### src/program.hex
// One 32-bit instruction word per line, loaded from byte address 0x100
// Word index 0x40 is START_PC
@40
80F02001 // r1 = LEDR address
80FFF902 // r2 = -7
80000503 // r3 = 5
800BAD08 // r8 = 0xBAD
80005509 // r9 = 0x55
00200423 // EQ
68000014
00240423 // LT
68000014
00280423 // LE
68000014
002C0423 // NE
68000014
00800423 // ADD
68000014
00900423 // AND
68000014
00940423 // OR
68000014
00980423 // XOR
68000014
00A00423 // SUB
68000014
00B00423 // NAND
68000014
00B40423 // NOR
68000014
00B80423 // NXOR
68000014
00C00423 // RSHF
68000014
00C40423 // LSHF
68000014
80001026 // ADDI
68000016
9000F026 // ANDI
68000016
94800036 // ORI
68000016
9800FF36 // XORI
68000016
00800523 // ADD spaced by NOPs
00000000
00000000
00000000
68000015
68080002 // SW r2 to 0x800
48080007 // LW r7
68000017
20000123 // BEQ not taken
68000019
20000122 // BEQ taken
68000018
24000123 // BLT taken
68000018
24000132 // BLT not taken
68000019
28000122 // BLE taken
68000018
28000132 // BLE not taken
68000019
2C000123 // BNE taken
68000018
2C000122 // BNE not taken
68000019
3000840A // JAL r10 to 0x210
68000013 // Return lands here
20FFFF00 // Halt loop
6800001A // Routine, store link
300000A0 // Return through r10
68000018 // Never reached

### src/cpu_pkg.sv
package cpu_pkg;

  // Datapath widths
  localparam int DATA_W   = 32;
  localparam int REG_NO_W = 4;
  localparam int IMM_W    = 16;

  typedef logic [DATA_W-1:0]   word_t;
  typedef logic [REG_NO_W-1:0] reg_no_t;

  localparam word_t INST_BYTES = 32'd4;   // PC step
  localparam word_t NOP_INST   = '0;      // ALUR with op2 0, rd 0

  // Memories, word addressed through bits 11:2
  localparam word_t START_PC   = 32'h0000_0100;
  localparam int    IMEM_WORDS = 1024;
  localparam int    DMEM_WORDS = 1024;
  localparam int    IMEM_IDX_W = $clog2(IMEM_WORDS);
  localparam int    DMEM_IDX_W = $clog2(DMEM_WORDS);
  localparam string PROG_FILE  = "/design/src/program.hex";

  // I/O window, stores here bypass data memory
  localparam word_t IO_BASE   = 32'hFFFF_F000;
  localparam word_t IO_LIMIT  = 32'hFFFF_F120;   // Exclusive
  localparam word_t LEDR_ADDR = 32'hFFFF_F020;
  localparam int    LEDR_W    = 10;

  // Primary opcodes, inst[31:26]
  typedef enum logic [5:0] {
    OP1_ALUR = 6'b000000,
    OP1_BEQ  = 6'b001000,
    OP1_BLT  = 6'b001001,
    OP1_BLE  = 6'b001010,
    OP1_BNE  = 6'b001011,
    OP1_JAL  = 6'b001100,
    OP1_LW   = 6'b010010,
    OP1_SW   = 6'b011010,
    OP1_ADDI = 6'b100000,
    OP1_ANDI = 6'b100100,
    OP1_ORI  = 6'b100101,
    OP1_XORI = 6'b100110
  } op1_e;

  // ALUR function codes, inst[25:18]
  typedef enum logic [7:0] {
    OP2_EQ   = 8'b00001000,
    OP2_LT   = 8'b00001001,
    OP2_LE   = 8'b00001010,
    OP2_NE   = 8'b00001011,
    OP2_ADD  = 8'b00100000,
    OP2_AND  = 8'b00100100,
    OP2_OR   = 8'b00100101,
    OP2_XOR  = 8'b00100110,
    OP2_SUB  = 8'b00101000,
    OP2_NAND = 8'b00101100,
    OP2_NOR  = 8'b00101101,
    OP2_NXOR = 8'b00101110,
    OP2_RSHF = 8'b00110000,
    OP2_LSHF = 8'b00110001
  } op2_e;

  typedef struct packed {
    logic is_br;
    logic is_jal;
    logic rd_mem;
    logic wr_mem;
    logic wr_reg;
  } ctrl_t;

  typedef struct packed {
    word_t   pc;       // Address of the instruction itself
    op1_e    op1;
    op2_e    op2;
    word_t   val_a;    // Rs value
    word_t   val_b;    // Rt value
    word_t   imm;      // Sign extended
    reg_no_t wregno;
    ctrl_t   ctrl;
  } id_ex_t;

  typedef struct packed {
    word_t   aluout;   // Result, address or link
    word_t   st_val;
    reg_no_t wregno;
    logic    rd_mem;
    logic    wr_mem;
    logic    wr_reg;
  } ex_mem_t;

  typedef struct packed {
    word_t   value;
    reg_no_t wregno;
    logic    wr_reg;
  } mem_wb_t;

  typedef struct packed {
    logic  valid;
    word_t addr;
    word_t data;
  } io_wr_t;

endpackage

### src/decode_stage.sv
module decode_stage (
  input  logic              clk,
  input  logic              reset,
  input  cpu_pkg::word_t    inst,
  input  cpu_pkg::word_t    pc,
  input  cpu_pkg::word_t    rdata_a,
  input  cpu_pkg::word_t    rdata_b,
  input  cpu_pkg::reg_no_t  ex_wregno,
  input  cpu_pkg::reg_no_t  mem_wregno,
  input  logic              redirect,
  output cpu_pkg::reg_no_t  rs,
  output cpu_pkg::reg_no_t  rt,
  output logic              stall,
  output logic              jump_stall,
  output cpu_pkg::id_ex_t   id_ex
);
  import cpu_pkg::*;

  op1_e             op1;
  op2_e             op2;
  logic [IMM_W-1:0] imm_f;
  reg_no_t          rd;
  reg_no_t          wregno;
  ctrl_t            ctrl;
  logic             is_ext;      // ALUR with a real function code
  logic             is_alui;
  logic             match_rs;
  logic             match_rt;
  id_ex_t           id_ex_d;

  // Instruction fields
  assign op1   = op1_e'(inst[31:26]);
  assign op2   = op2_e'(inst[25:18]);
  assign imm_f = inst[23:8];
  assign rd    = inst[11:8];
  assign rs    = inst[7:4];
  assign rt    = inst[3:0];

  assign ctrl.is_br  = op1 inside {OP1_BEQ, OP1_BLT, OP1_BLE, OP1_BNE};
  assign ctrl.is_jal = (op1 == OP1_JAL);
  assign ctrl.rd_mem = (op1 == OP1_LW);
  assign ctrl.wr_mem = (op1 == OP1_SW);
  // r0 never written, so NOPs and r0 targets leave it at zero
  assign ctrl.wr_reg = !(ctrl.is_br || ctrl.wr_mem) && (wregno != '0);

  // Rd for ALUR, nothing for branch and SW, Rt for the rest
  assign wregno = (op1 == OP1_ALUR)            ? rd  :
                  (ctrl.is_br || ctrl.wr_mem)  ? '0  : rt;

  assign is_ext  = (op1 == OP1_ALUR) && (inst[25:18] != '0);
  assign is_alui = op1 inside {OP1_ADDI, OP1_ANDI, OP1_ORI, OP1_XORI};

  // Pending writes in execute, memory and write-back
  assign match_rs = (rs != '0) &&
                    (rs == id_ex.wregno || rs == ex_wregno || rs == mem_wregno);
  assign match_rt = (rt != '0) &&
                    (rt == id_ex.wregno || rt == ex_wregno || rt == mem_wregno);

  assign stall = (is_ext      && (match_rs || match_rt)) ||
                 (ctrl.is_br  && (match_rs || match_rt)) ||
                 (ctrl.wr_mem && (match_rs || match_rt)) ||
                 ((ctrl.is_jal || ctrl.rd_mem || is_alui) && match_rs);   // Rs only

  assign jump_stall = ctrl.is_br || ctrl.is_jal;

  always_comb
  begin
    id_ex_d.pc     = pc;
    id_ex_d.op1    = op1;
    id_ex_d.op2    = op2;
    id_ex_d.val_a  = rdata_a;
    id_ex_d.val_b  = rdata_b;
    id_ex_d.imm    = {{(DATA_W-IMM_W){imm_f[IMM_W-1]}}, imm_f};   // Sign extend
    id_ex_d.wregno = wregno;
    id_ex_d.ctrl   = ctrl;
  end

  always_ff @(posedge clk or posedge reset)
  begin
    if (reset)
      id_ex <= '0;
    else if (stall || redirect)
      id_ex <= '0;               // Bubble into execute
    else
      id_ex <= id_ex_d;
  end

endmodule

### config.mk
export PLATFORM = sky130hd
export DESIGN_NAME = decode_stage
export DESIGN_NICKNAME = d
export VERILOG_FILES = /design/src/cpu_pkg.sv /design/src/decode_stage.sv
export SDC_FILE = /design/constraint.sdc
export NUM_CORES = 1
export LEC_CHECK = 0
export ABC_AREA = 0
export BUFFER_PORTS_ARGS = -buffer_cell sky130_fd_sc_hd__buf_4
export CAP_MARGIN = 15
export CORE_MARGIN = 1
export CORE_UTILIZATION = 40
export CTS_BUF_LIST = sky130_fd_sc_hd__clkbuf_8
export CTS_CLUSTER_SIZE = 30
export DETAILED_ROUTE_END_ITERATION = 10
export PLACE_DENSITY = 0.8
export RECOVER_POWER = 100
export SYNTH_ARGS = -nofsm -noshare
export SYNTH_HDL_FRONTEND = slang
export SYNTH_SLANG_ARGS = --single-unit
### constraint.sdc
create_clock -name clk -period 4.6 [get_ports clk]
set_input_delay 0.23 -clock clk [delete_from_list [all_inputs] [get_ports clk]]
set_output_delay 0.23 -clock clk [all_outputs]
set_load 0.01 [all_outputs]
-- Word level (Yosys, flattened, before mapping)
Cells that the tools add are included.
- mux-type cells: 3
- reductions and logical operators: 29
- equal/unequal tests: 17
- operators by type and width (kind ; count):
    $mux W151 ; 1
    $eq A6 B4 Y1 const B ; 5
    $eq A4 B4 Y1 ; 6
    $eq A6 B6 Y1 const B ; 4
    $reduce_bool A4 Y1 ; 5
    $logic_or A1 B1 Y1 ; 13
    $eq A6 B5 Y1 const B ; 2
    $logic_and A1 B1 Y1 ; 8
    $mux W4 ; 2
    $reduce_bool A8 Y1 ; 1
    $logic_not A6 Y1 ; 1
    $logic_not A1 Y1 ; 1
- bits of input ports: 139
- register bits: 151
- output and inout port bits: 161
- word-level logic and storage cells: 61

-- Depth between registers and ports, before layout
- depth after elaboration: 11
- depth in mapped cells: 8
- depth with buffers taken out: 5

-- Worst setup path after synthesis
Ideal clock, no wire load.
- kind: input -> output
- start: input inst[28]
- end: output stall
- path slack: 2704 ps
- required time: 4370 ps
- buffers on the path: 2
- data arrival time: 1666 ps
- stages on the path: 7
- cells stage by stage: buf_4 -> nor4_4 -> and2_4 -> a21oi_2 -> o32ai_4 -> buf_6 -> and2_1
- cells in the longest elaborated chain, start to end: 6
- elaborated cells between the ends (all ways): 24
- those cells by class: eq/ne: 11; reduce/logical: 13
- RTL lines (element ; line ; RTL):
    from (decl) ; decode_stage.sv:4 ; input cpu_pkg::word_t inst,
    $eq A6 B4 Y1 / $logic_not A6 Y1 (equally long branches) ; decode_stage.sv:39, decode_stage.sv:50 ;
    $reduce_bool A4 Y1 / $logic_and A1 B1 Y1 (equally long branches) ; decode_stage.sv:39, decode_stage.sv:50 ;
    $logic_and A1 B1 Y1 (on tied branches) ; decode_stage.sv:60, decode_stage.sv:59 ;
    $logic_or A1 B1 Y1 ; decode_stage.sv:59 ; assign stall = (is_ext && (match_rs || match_rt)) ||
    $logic_or A1 B1 Y1 ; decode_stage.sv:60 ; (ctrl.is_br && (match_rs || match_rt)) ||
    $logic_or A1 B1 Y1 (*) ; decode_stage.sv:61 ; (ctrl.wr_mem && (match_rs || match_rt)) ||
    to (decl) ; decode_stage.sv:13 ; output logic stall,
Mark *: on every way between the ends. The rest lies on a longest branch, timed or not.

-- Worst setup path in the final report
- start: input inst[26]
- end: output stall
Same word-level chain as after synthesis.

==> flow_summary.ini <==
[clock_tree]
clk_path_buf_depth = 2
cts_resized = 0
cts_root_buffer = clkbuf_8
cts_tree = yes
htree_levels = 4
cts.sinks = 129
cts_hold_buffers = 20
clkTransAtPathRegs_ns = 0.08
clkLatencyLatePin_ns = 0.43
cts_made_buffers = 17
post_cts_buffers = 0

[die]
chipWidth_um = 123
dieArea_um2 = 15200
die_h_um = 123
pin_count = 300
start_util_pct = 40.8
core_area_um2 = 14500
rows = 44

[setup_path]
cp.required_ns = 4.37
slowest_stage = o221ai_1
reg2reg_depth = 6
critPathMaxFanout = 30
crit_path_end_kind = output port
max_stage_delay_ns = 0.97
r2r_slack_ns = 1.53
critical_path.cell_chain = dlygate4sd3_1, buf_4, nor2_1, and2_0, a21oi_1, o221ai_1, buf_4, and2_0, buf_4
start_kind = input port
timing.rr.start = id_ex[5]
r2r-end = id_ex[4]
worstPathArrival_ns = 3.48
critPathKind = in2out
cp_common_cell = buf_4

[power]
seqPwrFrac_pct = 47.4
power_frac_comb_pct = 18.3
p_int_uw = 1810
power_uw = 2580
ir_drop_mv = 0.197
powerDensity_nw_per_um2 = 345
cellLeakagePower_uw = 0.00358
power.share.clock_pct = 34.3
p_sw_share_pct = 29.7
power.switching_uw = 766

[timing]
maxSlewViolCount = 104
setup_tns_ns = 0
rsz0062_at_grt = false
setup_viol = 0
worst_pin_slew_ns = 2.95
min_period_ns = 3.71
fin_skew_ns = 0.0118
period_share_pct = 80.6
hold_viol = 0
whs_ns = 0.0226
fin_ws_ns = 0.894
max_freq_mhz = 270
relSlewSlack_pct = -96.8

[routing]
vias_per_cell = 4.78
drtIter0Drc = 317
ant_nets = 0
dr.pass1.iters = 5
vias = 4788
drt-total-wl_mm = 16.4
drcViolationCount = 0
wl_per_cell_um = 16.4

[final_layout]
drive_gt1_share_pct = 23.3
largest_register_ffs = 129
layout.nets = 945
design_area_um2 = 7470
largest_register = id_ex
antennaDiodeCount = 0
largestRegisters = id_ex: 129 flops
areaGrowthSynthToFinish_pct = 26.6

[global_route]
grt_pass1_vias = 4636
top_usage_layer = met2
antenna_found_initial = 0
use_met1_pct = 25.3
grt_pass1_wl_mm = 23.8
grtUsageMet2_pct = 34.5
grt_max_degree = 80
grt.total_usage_pct = 21.1
use_met3_pct = 7.24
overflow = 0

[synthesis]
syn-instance-count = 529
yosysUniqueCellTypes = 34
ys_ff_latch = 129
syn_area_um2 = 5900
synth.avg_cell_area_um2 = 11.2
synth_edf_count = 0
ys_async_sr_fraction_pct = 100
synth.net_count = 668
synth_warnings = 0
synth_ff_type = dfrtp_1
yosysSeqAreaShare_pct = 54.7

[job]
maxCapViolations = 2

[worst_hold_path]
whs_path_depth = 3
hold_class = in2reg
hp-start = rdata_a[7]
hold_end = id_ex[80]

[place]
placed_area_um2 = 7890
place_ws_ns = 1.87
io_buffers = 299
hpwl_mm = 11.2
gp_congestion = 0.818

[outcome]
violations = max-capacitance violations, max-slew violations
status = finished with violations
==> logic make-up (layout without fill, tap and decap cells) <==
group,count (synthesis),after routing,share of synthesized area (%)
AOI/OAI and AO/OA,141,141,19.7
xor gates and xnor gates,24,24,3.56
buffers and inverters,81,370,10.8
and+or+nand+nor,154,154,11.2
DFF,129,129,54.7
==> power by group through the flow <==
stage | clock, uW | combinational, uW | sequential [uW]
global placement | 0 | 581 | 1250
detailed placement | 0 | 588 | 1250
floorplan | 0 | 339 | 1280
finish | 886 | 471 | 1220
CTS | 914 | 603 | 1230
global route | 964 | 519 | 1230
==> how the worst max path moves through the flow <==
stage               startpoint       end  slack (ns)  cells past startpoint
floorplan                reset  id_ex[0]        0.93                      1
global placement      inst[26]     stall        1.91                      8
detailed placement    inst[26]     stall        1.87                      8
CTS                   inst[26]     stall        1.29                      9
global route          inst[26]     stall        0.63                      9
finish                inst[26]     stall        0.89                      9
==> worst max-delay path, delay by kind of cell <==
kind / cells / cell delay (ns)
simple gates: 3 / 0.52
buf+inv: 4 / 1.40
compound gates: 2 / 1.31
==> metrics by stage <==
stage	cells	utilization, %
finish	1002	51.6
global route	1002	51.6
CTS	999	58.4
detailed placement	948	54.5
global placement	948	54.5
floorplan	529	-
==> routing by layer <==
| layer | wire, um | vias to the layer above |
|---|---|---|
| met3 | 1540 | 15 |
| met5 | 0 | - |
| met2 | 7950 | 229 |
| met4 | 212 | 0 |
| li1 | - | 2282 |
| met1 | 6700 | 2262 |
==> Yosys cell counts (2+ instances only) <==
master / count / area share [%]
buf_6: 3 / 0.57
a21oi_2: 101 / 15
inv_1: 6 / 0.38
inv_2: 2 / 0.13
nor3_1: 2 / 0.17
a2111oi_0: 2 / 0.30
o31ai_1: 4 / 0.51
xor2_1: 24 / 3.6
dfrtp_1: 129 / 55
buf_2: 14 / 1.2
buf_4: 31 / 3.9
nor2_1: 2 / 0.13
nor4_1: 10 / 1.1
nand3_1: 6 / 0.51
clkbuf_1: 14 / 0.89
buf_12: 11 / 3.7
a21oi_1: 27 / 2.3
nand2_1: 125 / 7.9
==> final cells by class <==
cell class | instances | area [um^2]
Clock inverter | 13 | 118
Fill cell | 1507 | 7010
Sequential cell | 129 | 3230
Inverter | 8 | 32.5
Tap cell | 184 | 230
Clock buffer | 18 | 248
Multi-Input combinational cell | 319 | 1690
Timing Repair Buffer | 331 | 1930
==> layout by cell type (no fill, tap or decap), types with 2 or more instances in the layout <==
cell type,netlist,routed
clkbuf_2,0,3
nor2_1,2,2
a21oi_2,101,9
a21oi_1,27,119
buf_4,31,143
clkinv_2,0,2
and2_0,0,2
clkbuf_1,14,161
nor4_1,10,10
o31ai_1,4,4
a2111oi_0,2,2
clkbuf_8,0,18
nor3_1,2,2
nand3_1,6,6
dfrtp_1,129,129
inv_1,6,7
xor2_1,24,24
dlygate4sd3_1,0,23
clkinvlp_4,0,4
clkinv_4,0,5
nand2_1,125,125
Note: power is estimated with default switching activity, not from simulation.
